## src/bus_ctrl_pkg.sv

```systemverilog
package bus_ctrl_pkg;

   // --------------------------------------------------
   // Bus types
   // --------------------------------------------------
   typedef logic [7:0]  set_addr_t;
   typedef logic [31:0] set_data_t;
   typedef logic [7:0]  rb_addr_t;
   typedef logic [31:0] rb_data_t;
   typedef logic [15:0] phy_status_t;

   // SFP+ status readback word, MSB first
   typedef struct packed {
      phy_status_t phy_status;
      logic [9:0]  zero_pad;
      logic        mod_abs_chgd;
      logic        tx_fault_chgd;
      logic        rx_los_chgd;
      logic        mod_abs;
      logic        tx_fault;
      logic        rx_los;
   } sfp_status_t;

   // --------------------------------------------------
   // Settings bus address map
   // --------------------------------------------------
   localparam set_addr_t SR_LEDS        = 8'd0;
   localparam set_addr_t SR_SW_RST      = 8'd1;
   localparam set_addr_t SR_CLOCK_CTRL  = 8'd2;
   localparam set_addr_t SR_DEVICE_ID   = 8'd3;
   localparam set_addr_t SR_REF_FREQ    = 8'd4;
   localparam set_addr_t SR_SFPP_CTRL0  = 8'd8;
   localparam set_addr_t SR_SFPP_CTRL1  = 8'd9;
   localparam set_addr_t SR_FP_GPIO_SRC = 8'd72;

   // --------------------------------------------------
   // Readback bus address map
   // --------------------------------------------------
   localparam rb_addr_t RB_COUNTER      = 8'd0;
   localparam rb_addr_t RB_CLK_STATUS   = 8'd3;
   localparam rb_addr_t RB_COMPAT_NUM   = 8'd6;
   localparam rb_addr_t RB_RFNOC_INFO   = 8'd7;
   localparam rb_addr_t RB_SFPP_STATUS0 = 8'd8;
   localparam rb_addr_t RB_SFPP_STATUS1 = 8'd9;
   localparam rb_addr_t RB_FP_GPIO_SRC  = 8'd13;

   // Register widths
   localparam int LEDS_W       = 2;
   localparam int SW_RST_W     = 4;
   localparam int CLOCK_CTRL_W = 8;
   localparam int DEVICE_ID_W  = 16;
   localparam int GPIO_SRC_W   = 24;
   localparam int SFPP_CTRL_W  = 2;

   // Reset values and identification constants
   localparam logic [CLOCK_CTRL_W-1:0] CLOCK_CTRL_RESET = 8'h40;  // GPSDO on
   localparam set_data_t               REF_FREQ_RESET   = 32'd10_000_000;
   localparam logic [15:0]             COMPAT_MAJOR     = 16'h0026;
   localparam logic [15:0]             COMPAT_MINOR     = 16'h0000;
   localparam logic [15:0]             PROTOVER         = 16'h0100;

endpackage

```

## src/bus_ctrl_top.sv

```systemverilog
`timescale 1ns/1ps

module bus_ctrl_top (
   input  logic                                      clk,
   input  logic                                      i_arst_n,
   // Settings bus
   input  logic                                      i_set_stb,
   input  bus_ctrl_pkg::set_addr_t                   i_set_addr,
   input  bus_ctrl_pkg::set_data_t                   i_set_data,
   // Readback bus
   input  logic                                      i_rb_rd_stb,
   input  bus_ctrl_pkg::rb_addr_t                    i_rb_addr,
   output bus_ctrl_pkg::rb_data_t                    o_rb_data,
   output logic                                      o_rb_valid,
   // Board status inputs
   input  logic [7:0]                                i_clock_status,
   input  logic                                      i_sfpp0_mod_abs,
   input  logic                                      i_sfpp0_tx_fault,
   input  logic                                      i_sfpp0_rx_los,
   input  logic                                      i_sfpp1_mod_abs,
   input  logic                                      i_sfpp1_tx_fault,
   input  logic                                      i_sfpp1_rx_los,
   input  bus_ctrl_pkg::phy_status_t                 i_sfp0_phy_status,
   input  bus_ctrl_pkg::phy_status_t                 i_sfp1_phy_status,
   // Control outputs
   output logic [bus_ctrl_pkg::LEDS_W-1:0]           o_leds,
   output logic [bus_ctrl_pkg::SW_RST_W-1:0]         o_sw_rst,
   output logic [bus_ctrl_pkg::CLOCK_CTRL_W-1:0]     o_clock_control,
   output bus_ctrl_pkg::set_data_t                   o_ref_freq,
   output logic                                      o_ref_freq_changed,
   output logic [bus_ctrl_pkg::GPIO_SRC_W-1:0]       o_fp_gpio_src,
   output logic [bus_ctrl_pkg::SFPP_CTRL_W-1:0]      o_sfpp0_rs,
   output logic [bus_ctrl_pkg::SFPP_CTRL_W-1:0]      o_sfpp1_rs
);

   logic [bus_ctrl_pkg::DEVICE_ID_W-1:0] device_id;
   bus_ctrl_pkg::sfp_status_t            sfp0_status;
   bus_ctrl_pkg::sfp_status_t            sfp1_status;
   logic                                 sfp0_clear;
   logic                                 sfp1_clear;

   // --------------------------------------------------
   // Settings registers
   // --------------------------------------------------
   setting_reg #(
      .T    (logic [bus_ctrl_pkg::LEDS_W-1:0]),
      .ADDR (bus_ctrl_pkg::SR_LEDS)
   ) set_leds (
      .clk(clk), .i_arst_n(i_arst_n),
      .i_set_stb(i_set_stb), .i_set_addr(i_set_addr), .i_set_data(i_set_data),
      .o_value(o_leds), .o_changed()
   );

   // Bit 0 PHY, bit 1 radio domain, bit 2 radio PLL, bit 3 ADC delay control
   setting_reg #(
      .T    (logic [bus_ctrl_pkg::SW_RST_W-1:0]),
      .ADDR (bus_ctrl_pkg::SR_SW_RST)
   ) set_sw_rst (
      .clk(clk), .i_arst_n(i_arst_n),
      .i_set_stb(i_set_stb), .i_set_addr(i_set_addr), .i_set_data(i_set_data),
      .o_value(o_sw_rst), .o_changed()
   );

   setting_reg #(
      .T         (logic [bus_ctrl_pkg::CLOCK_CTRL_W-1:0]),
      .ADDR      (bus_ctrl_pkg::SR_CLOCK_CTRL),
      .RESET_VAL (bus_ctrl_pkg::CLOCK_CTRL_RESET)
   ) set_clk_ctrl (
      .clk(clk), .i_arst_n(i_arst_n),
      .i_set_stb(i_set_stb), .i_set_addr(i_set_addr), .i_set_data(i_set_data),
      .o_value(o_clock_control), .o_changed()
   );

   // Device ID only goes to readback
   setting_reg #(
      .T    (logic [bus_ctrl_pkg::DEVICE_ID_W-1:0]),
      .ADDR (bus_ctrl_pkg::SR_DEVICE_ID)
   ) set_dev_id (
      .clk(clk), .i_arst_n(i_arst_n),
      .i_set_stb(i_set_stb), .i_set_addr(i_set_addr), .i_set_data(i_set_data),
      .o_value(device_id), .o_changed()
   );

   // Reference clock frequency in Hz
   setting_reg #(
      .T         (bus_ctrl_pkg::set_data_t),
      .ADDR      (bus_ctrl_pkg::SR_REF_FREQ),
      .RESET_VAL (bus_ctrl_pkg::REF_FREQ_RESET)
   ) set_ref_freq (
      .clk(clk), .i_arst_n(i_arst_n),
      .i_set_stb(i_set_stb), .i_set_addr(i_set_addr), .i_set_data(i_set_data),
      .o_value(o_ref_freq), .o_changed(o_ref_freq_changed)
   );

   // SFP+ rate select, a set bit pulls the pin low
   setting_reg #(
      .T    (logic [bus_ctrl_pkg::SFPP_CTRL_W-1:0]),
      .ADDR (bus_ctrl_pkg::SR_SFPP_CTRL0)
   ) set_sfpp0_ctrl (
      .clk(clk), .i_arst_n(i_arst_n),
      .i_set_stb(i_set_stb), .i_set_addr(i_set_addr), .i_set_data(i_set_data),
      .o_value(o_sfpp0_rs), .o_changed()
   );

   setting_reg #(
      .T    (logic [bus_ctrl_pkg::SFPP_CTRL_W-1:0]),
      .ADDR (bus_ctrl_pkg::SR_SFPP_CTRL1)
   ) set_sfpp1_ctrl (
      .clk(clk), .i_arst_n(i_arst_n),
      .i_set_stb(i_set_stb), .i_set_addr(i_set_addr), .i_set_data(i_set_data),
      .o_value(o_sfpp1_rs), .o_changed()
   );

   // Front-panel GPIO source, two bits per pin
   setting_reg #(
      .T    (logic [bus_ctrl_pkg::GPIO_SRC_W-1:0]),
      .ADDR (bus_ctrl_pkg::SR_FP_GPIO_SRC)
   ) set_fp_gpio_src (
      .clk(clk), .i_arst_n(i_arst_n),
      .i_set_stb(i_set_stb), .i_set_addr(i_set_addr), .i_set_data(i_set_data),
      .o_value(o_fp_gpio_src), .o_changed()
   );

   // --------------------------------------------------
   // SFP+ pin and PHY status
   // --------------------------------------------------
   sfp_status_monitor sfp0_mon (
      .clk          (clk),
      .i_arst_n     (i_arst_n),
      .i_mod_abs    (i_sfpp0_mod_abs),
      .i_tx_fault   (i_sfpp0_tx_fault),
      .i_rx_los     (i_sfpp0_rx_los),
      .i_phy_status (i_sfp0_phy_status),
      .i_clear      (sfp0_clear),
      .o_status     (sfp0_status)
   );

   sfp_status_monitor sfp1_mon (
      .clk          (clk),
      .i_arst_n     (i_arst_n),
      .i_mod_abs    (i_sfpp1_mod_abs),
      .i_tx_fault   (i_sfpp1_tx_fault),
      .i_rx_los     (i_sfpp1_rx_los),
      .i_phy_status (i_sfp1_phy_status),
      .i_clear      (sfp1_clear),
      .o_status     (sfp1_status)
   );

   // --------------------------------------------------
   // Readback
   // --------------------------------------------------
   readback_mux rb_mux (
      .clk            (clk),
      .i_arst_n       (i_arst_n),
      .i_rb_rd_stb    (i_rb_rd_stb),
      .i_rb_addr      (i_rb_addr),
      .i_device_id    (device_id),
      .i_clock_status (i_clock_status),
      .i_fp_gpio_src  (o_fp_gpio_src),
      .i_sfp0_status  (sfp0_status),
      .i_sfp1_status  (sfp1_status),
      .o_sfp0_clear   (sfp0_clear),
      .o_sfp1_clear   (sfp1_clear),
      .o_rb_data      (o_rb_data),
      .o_rb_valid     (o_rb_valid)
   );

endmodule

```

## src/readback_mux.sv

```systemverilog
`timescale 1ns/1ps

module readback_mux (
   input  logic                                     clk,
   input  logic                                     i_arst_n,
   input  logic                                     i_rb_rd_stb,
   input  bus_ctrl_pkg::rb_addr_t                   i_rb_addr,
   input  logic [bus_ctrl_pkg::DEVICE_ID_W-1:0]     i_device_id,
   input  logic [7:0]                               i_clock_status,
   input  logic [bus_ctrl_pkg::GPIO_SRC_W-1:0]      i_fp_gpio_src,
   input  bus_ctrl_pkg::sfp_status_t                i_sfp0_status,
   input  bus_ctrl_pkg::sfp_status_t                i_sfp1_status,
   output logic                                     o_sfp0_clear,
   output logic                                     o_sfp1_clear,
   output bus_ctrl_pkg::rb_data_t                   o_rb_data,
   output logic                                     o_rb_valid
);

   bus_ctrl_pkg::rb_data_t counter;
   bus_ctrl_pkg::rb_data_t rb_sel;

   // --------------------------------------------------
   // Free-running cycle counter
   // --------------------------------------------------
   always_ff @(posedge clk or negedge i_arst_n) begin
      if (!i_arst_n) begin
         counter <= '0;
      end else begin
         counter <= counter + 1'b1;
      end
   end

   // --------------------------------------------------
   // Address decode
   // --------------------------------------------------
   always_comb begin
      case (i_rb_addr)
         bus_ctrl_pkg::RB_COUNTER: begin
            rb_sel = counter;
         end
         bus_ctrl_pkg::RB_CLK_STATUS: begin
            rb_sel = bus_ctrl_pkg::rb_data_t'(i_clock_status);
         end
         bus_ctrl_pkg::RB_COMPAT_NUM: begin
            rb_sel = {bus_ctrl_pkg::COMPAT_MAJOR, bus_ctrl_pkg::COMPAT_MINOR};
         end
         bus_ctrl_pkg::RB_RFNOC_INFO: begin
            rb_sel = {i_device_id, bus_ctrl_pkg::PROTOVER};
         end
         bus_ctrl_pkg::RB_SFPP_STATUS0: begin
            rb_sel = i_sfp0_status;
         end
         bus_ctrl_pkg::RB_SFPP_STATUS1: begin
            rb_sel = i_sfp1_status;
         end
         bus_ctrl_pkg::RB_FP_GPIO_SRC: begin
            rb_sel = bus_ctrl_pkg::rb_data_t'(i_fp_gpio_src);
         end
         default: begin
            rb_sel = '0;
         end
      endcase
   end

   // Clear-on-read pulses, same edge that captures the word
   assign o_sfp0_clear = i_rb_rd_stb && (i_rb_addr == bus_ctrl_pkg::RB_SFPP_STATUS0);
   assign o_sfp1_clear = i_rb_rd_stb && (i_rb_addr == bus_ctrl_pkg::RB_SFPP_STATUS1);

   // --------------------------------------------------
   // Registered response
   // --------------------------------------------------
   always_ff @(posedge clk or negedge i_arst_n) begin
      if (!i_arst_n) begin
         o_rb_valid <= 1'b0;
      end else begin
         o_rb_valid <= i_rb_rd_stb;
      end
   end

   // Data holds until the next read
   always_ff @(posedge clk) begin
      if (i_rb_rd_stb) begin
         o_rb_data <= rb_sel;
      end
   end

endmodule

```

## src/setting_reg.sv

```systemverilog
`timescale 1ns/1ps

module setting_reg #(
   parameter type                     T         = logic,
   parameter bus_ctrl_pkg::set_addr_t ADDR      = '0,
   parameter T                        RESET_VAL = '0
) (
   input  logic                    clk,
   input  logic                    i_arst_n,
   input  logic                    i_set_stb,
   input  bus_ctrl_pkg::set_addr_t i_set_addr,
   input  bus_ctrl_pkg::set_data_t i_set_data,
   output T                        o_value,
   output logic                    o_changed
);

   localparam int W = $bits(T);

   logic wr_hit;

   // Strobe qualified by this register's address
   assign wr_hit = i_set_stb && (i_set_addr == ADDR);

   always_ff @(posedge clk or negedge i_arst_n) begin
      if (!i_arst_n) begin
         o_value   <= RESET_VAL;
         o_changed <= 1'b0;
      end else begin
         // Pulses on every matching write, same value or not
         o_changed <= wr_hit;
         if (wr_hit) begin
            o_value <= T'(i_set_data[W-1:0]);
         end
      end
   end

endmodule

```

## src/sfp_status_monitor.sv

```systemverilog
`timescale 1ns/1ps

module sfp_status_monitor (
   input  logic                      clk,
   input  logic                      i_arst_n,
   input  logic                      i_mod_abs,
   input  logic                      i_tx_fault,
   input  logic                      i_rx_los,
   input  bus_ctrl_pkg::phy_status_t i_phy_status,
   input  logic                      i_clear,
   output bus_ctrl_pkg::sfp_status_t o_status
);

   // Pin vectors ordered {mod_abs, tx_fault, rx_los}
   logic [2:0]                pin_meta;
   logic [2:0]                pin_sync;
   logic [2:0]                pin_prev;
   logic [2:0]                pin_chgd;
   bus_ctrl_pkg::phy_status_t phy_meta;
   bus_ctrl_pkg::phy_status_t phy_sync;

   // --------------------------------------------------
   // Two-flop synchronizers
   // --------------------------------------------------
   always_ff @(posedge clk) begin
      pin_meta <= {i_mod_abs, i_tx_fault, i_rx_los};
      pin_sync <= pin_meta;
      phy_meta <= i_phy_status;
      phy_sync <= phy_meta;
   end

   // Previous synchronized pin state for edge detection
   always_ff @(posedge clk) begin
      pin_prev <= pin_sync;
   end

   // --------------------------------------------------
   // Sticky change flags
   // --------------------------------------------------
   always_ff @(posedge clk or negedge i_arst_n) begin
      if (!i_arst_n) begin
         pin_chgd <= '0;
      end else if (i_clear) begin
         // Clear beats a change seen on the same edge
         pin_chgd <= '0;
      end else begin
         pin_chgd <= pin_chgd | (pin_sync ^ pin_prev);
      end
   end

   // Pack the readback word
   always_comb begin
      o_status               = '0;
      o_status.phy_status    = phy_sync;
      o_status.mod_abs_chgd  = pin_chgd[2];
      o_status.tx_fault_chgd = pin_chgd[1];
      o_status.rx_los_chgd   = pin_chgd[0];
      o_status.mod_abs       = pin_sync[2];
      o_status.tx_fault      = pin_sync[1];
      o_status.rx_los        = pin_sync[0];
   end

endmodule
```

## config.mk

```make
export PLATFORM = sky130hd
export DESIGN_NAME = bus_ctrl_top
export DESIGN_NICKNAME = d
export VERILOG_FILES = /design/src/bus_ctrl_pkg.sv /design/src/bus_ctrl_top.sv /design/src/readback_mux.sv /design/src/setting_reg.sv /design/src/sfp_status_monitor.sv
export SDC_FILE = /design/constraint.sdc
export NUM_CORES = 1
export LEC_CHECK = 0
export ABC_CLOCK_PERIOD_IN_PS = 2500
export BUFFER_PORTS_ARGS = -buffer_cell sky130_fd_sc_hd__buf_4
export CAP_MARGIN = 20
export CORE_UTILIZATION = 53
export CTS_CLUSTER_DIAMETER = 30
export DETAILED_ROUTE_END_ITERATION = 10
export PLACE_DENSITY = 0.89
export SLEW_MARGIN = 40
export SYNTH_ARGS = -nofsm -noshare
export SYNTH_HDL_FRONTEND = slang
export SYNTH_SLANG_ARGS = --single-unit
```

## constraint.sdc

```tcl
create_clock -name clk -period 2.5 [get_ports clk]
set_clock_uncertainty 0.15 [all_clocks]
set_input_delay 0.25 -clock clk [delete_from_list [all_inputs] [get_ports clk]]
set_output_delay 0.25 -clock clk [all_outputs]
set_load 0.005 [all_outputs]
```

==> qor.csv <==
metric;value;unit
Area Overhead vs Synth;47.1;%
Most Used Layer, Global Route;met2;
Ant. Diodes;0;
Peak Freq;446;MHz
Setup crit end;rb_mux.counter[28]$_DFF_PN0_;
clk buf depth;3;
GRT Overall Usage;0.320;
#FFs+latches synth;244;
Worst-Margin Slew;0.574;ns
nets@finish;1028;
largest net degree at the start of global routing;53;
routed wire length per instance;22.3;um
mean area per synthesized cell;14.2;sq um
Initial Util;0.547;
CP Max Fanout;9;
met3 GRT Util;0.0734;
FF-to-FF End;rb_mux.counter[28]$_DFF_PN0_;
ys flop type;dfrtp_1;
DR iter-0 viols;535;
Reg clk slew, reported paths;0.05;ns
area occupied by multi-input gates;2740;sq um
sequential share of power;0.398;
setup TNS;0;ns
vias in the first global route;7102;
# rows;46;
Setup CP Type;reg2reg;
Sw Share;0.226;
clock power share;0.544;
Num CTS Buffers;43;
post-synthesis async set-or-reset flop share;0.533;
CTS tree;built;
final WL;26300;um
Overflow after GRT;0;
Detail Route Antenna Nets;0;
met2 usage;0.564;
Post-synth EDFFs;32;
relative slew slack;0.612;
final worst slack;0.257;ns
sequential cell area;5870;sq um
met1 usage;0.367;
number of synthesis warnings;0;
CP startpoint kind;register;
max_cap viols;0;
Setup WS pre-CTS;-0.0173;ns
Synth Instances;612;
Slew Limit Fails;0;
Clock Root Buffer;clkbuf_16;
Pwr Density;836;nW/um^2
vias post-DR;6556;
Final Util;0.804;
Final Critical Period;2.24;ns
detailed-router iteration count before antenna repair;5;
layout cells sized above 1;0.439;
clk_lat worst skew;0.52;ns
Die ar.;17000;sq um
Hold Crit Class;in2reg;
Post-Syn Nets;711;
DR vias/cell;5.56;
Post-CTS Setup Bufs;0;
die height;130;um
H-tree depth;2;
outcome;complete, no violations;
Sw Pwr;2420;uW
Unique masters post-synth;44;
Die W;130;um
total power;10700;uW
DP HPWL;15300;um
filler instances;813;
Critical-path top delay cell;or4_1;
combinational share of power;0.058;
Post-Syn Area;8710;sq um
Arr. time, crit path;2.52;ns
Seq/Total Area, Yosys;0.673;
# port buffers;205;
setup violators final;0;
# DRC;0;
first-pass GRT wire length;39700;um
Peak VDD IR;0.000606;V
Core Area;15900;sq um
FF-to-FF path depth;4;
unrepaired setup endpoints after global routing;no;
Cells on Worst Hold Path;4;
initial antenna violation count;0;
flop-to-flop setup slack;0.26;ns
CTS sink cnt;244;
Max stage delay on crit path;0.74;ns
Worst EP required;2.78;ns
Reg2Reg Launch Point;rb_mux.counter[2]$_DFF_PN0_;
gpl congestion;0.812;
leakage;0.00602;uW
CP Launch Point;rb_mux.counter[2]$_DFF_PN0_;
worst-path cell chain;nand4_1 -> or4_1 -> nor4_1 -> xor2_1;
Int Power;8300;uW
crit path capture type;register;
final hold vios;0;
Period Utilization, post-route;0.897;
Ports;206;
critical path, delay by kind of cell, from the launching register on:
kind | cells | cell delay [ns]
xor gates and xnor gates | 1 | 0.20
and+or+nand+nor | 3 | 1.36
DFF | 1 | 0.46
layout by cell type, fill, tap and decap left out, drive strengths merged, types with 2 or more instances in the layout:
cell,netlist,routed
nor2,11,11
a22o,14,14
o21ai,12,12
and2,4,4
dfrtp,121,121
and3,8,8
dfstp,9,9
and4,5,5
a32oi,3,3
nand3b,2,2
nor4,5,5
a22oi,27,27
o22ai,2,2
nor3b,6,6
inv,4,11
xnor2,19,19
nand4,7,7
mux2,107,107
clkinvlp,0,4
nand3,21,21
dfxtp,82,82
or4,3,3
a21oi,6,6
clkbuf,21,55
o21a,4,4
bufinv,0,2
clkinv,0,12
dlygate4sd3,0,74
buf,5,224
nand2,36,36
xor2,17,17
a221o,3,3
nor3,8,8
edfxtp,32,32
stage by stage:
stage	instance area, sq um	hold slack, ns	cells
3_3_place_gp	10600	-0.0148	1026
3_5_place_dp	10600	-0.00862	1026
4_1_cts	12800	0.0111	1180
6_report	12800	0.0247	1180
2_1_floorplan	8710	-0.196	612
5_1_grt	12800	0.0297	1180
cell type report:
class / count / share of cell area
clock buffers: 55 / 0.0971
clock inverters: 25 / 0.0178
repair buffers: 298 / 0.192
well taps: 216 / 0.0211
multi-input cells: 338 / 0.213
flip-flops and latches: 244 / 0.458
inverters: 4 / 0.00117
how the worst min path moves through the flow:
stage                                  from  slack (ns)                                     to
after global placement             i_arst_n       -0.01    set_ref_freq.o_value[3]$_DFFE_PN0P_
after floorplan                    i_arst_n       -0.20            rb_mux.counter[0]$_DFF_PN0_
after global routing          i_set_addr[1]        0.03        set_leds.o_value[1]$_DFFE_PN0P_
after detailed placement           i_arst_n      -0.009  set_sfpp1_ctrl.o_value[0]$_DFFE_PN0P_
after CTS                     i_set_addr[1]        0.01      set_sw_rst.o_value[2]$_DFFE_PN0P_
final                     i_clock_status[5]        0.02          rb_mux.o_rb_data[5]$_DFFE_PP_
registers in the layout (all words and copies together) (netlist names), 4 cells and up:
register,flops
rb_mux.counter,32
rb_mux.o_rb_data,32
set_ref_freq.o_value,32
set_fp_gpio_src.o_value,24
set_dev_id.o_value,16
sfp0_mon.phy_meta,16
sfp0_mon.phy_sync,16
sfp1_mon.phy_meta,16
sfp1_mon.phy_sync,16
set_clk_ctrl.o_value,8
set_sw_rst.o_value,4
power groups by stage:
| stage | clock network (uW) | logic [uW] | registers, uW |
|---|---|---|---|
| 2_1_floorplan | 0 | 134 | 4310 |
| 3_3_place_gp | 0 | 497 | 4320 |
| 3_5_place_dp | 0 | 511 | 4320 |
| 4_1_cts | 5820 | 613 | 4260 |
| 5_1_grt | 6040 | 666 | 4270 |
| 6_report | 5830 | 625 | 4260 |
kinds of logic after synthesis:
group,Yosys count,synth area share
DFF,244,0.673
and+or+nand+nor,122,0.0777
muxes,107,0.138
AOI/OAI and AO/OA,72,0.0597
xor gates and xnor gates,36,0.0362
buffers and inverters,30,0.0135
adders and majority gates,1,0.00144
per-layer routing:
layer / part of all wire / vias up
li1: - / 2863
met4: 0.040 / 0
met5: 0 / -
met3: 0.077 / 81
met1: 0.37 / 3251
met2: 0.52 / 361
what timing repair did:
action                                 in CTS  in global routing
endpoints found under the hold margin     253                  0
resized for setup                           0                  0
hold buffers                               74                  0
Yosys cell counts (2+ instances only):
cell type	n	area share
dfrtp_1	121	0.35
mux2_2	107	0.14
dfxtp_1	82	0.19
nand2_1	36	0.016
edfxtp_1	32	0.11
a22oi_1	27	0.023
clkbuf_1	21	0.0090
nand3_1	21	0.012
xnor2_1	19	0.019
xor2_1	17	0.017
a22o_1	14	0.014
o21ai_0	12	0.0069
nor2_1	10	0.0043
dfstp_2	9	0.027
and3_1	8	0.0057
nor3_1	8	0.0046
nand4_1	7	0.0050
a21oi_1	6	0.0034
and4_1	5	0.0050
nor4_1	5	0.0036
inv_1	4	0.0017
o21a_1	4	0.0034
a221o_1	3	0.0034
a32oi_1	3	0.0030
and2_1	3	0.0022
buf_1	3	0.0013
nor3b_1	3	0.0026
or4_1	3	0.0026
nand3b_1	2	0.0017
nor3b_2	2	0.0029
o22ai_1	2	0.0014
(Power assumes the default switching activity.)
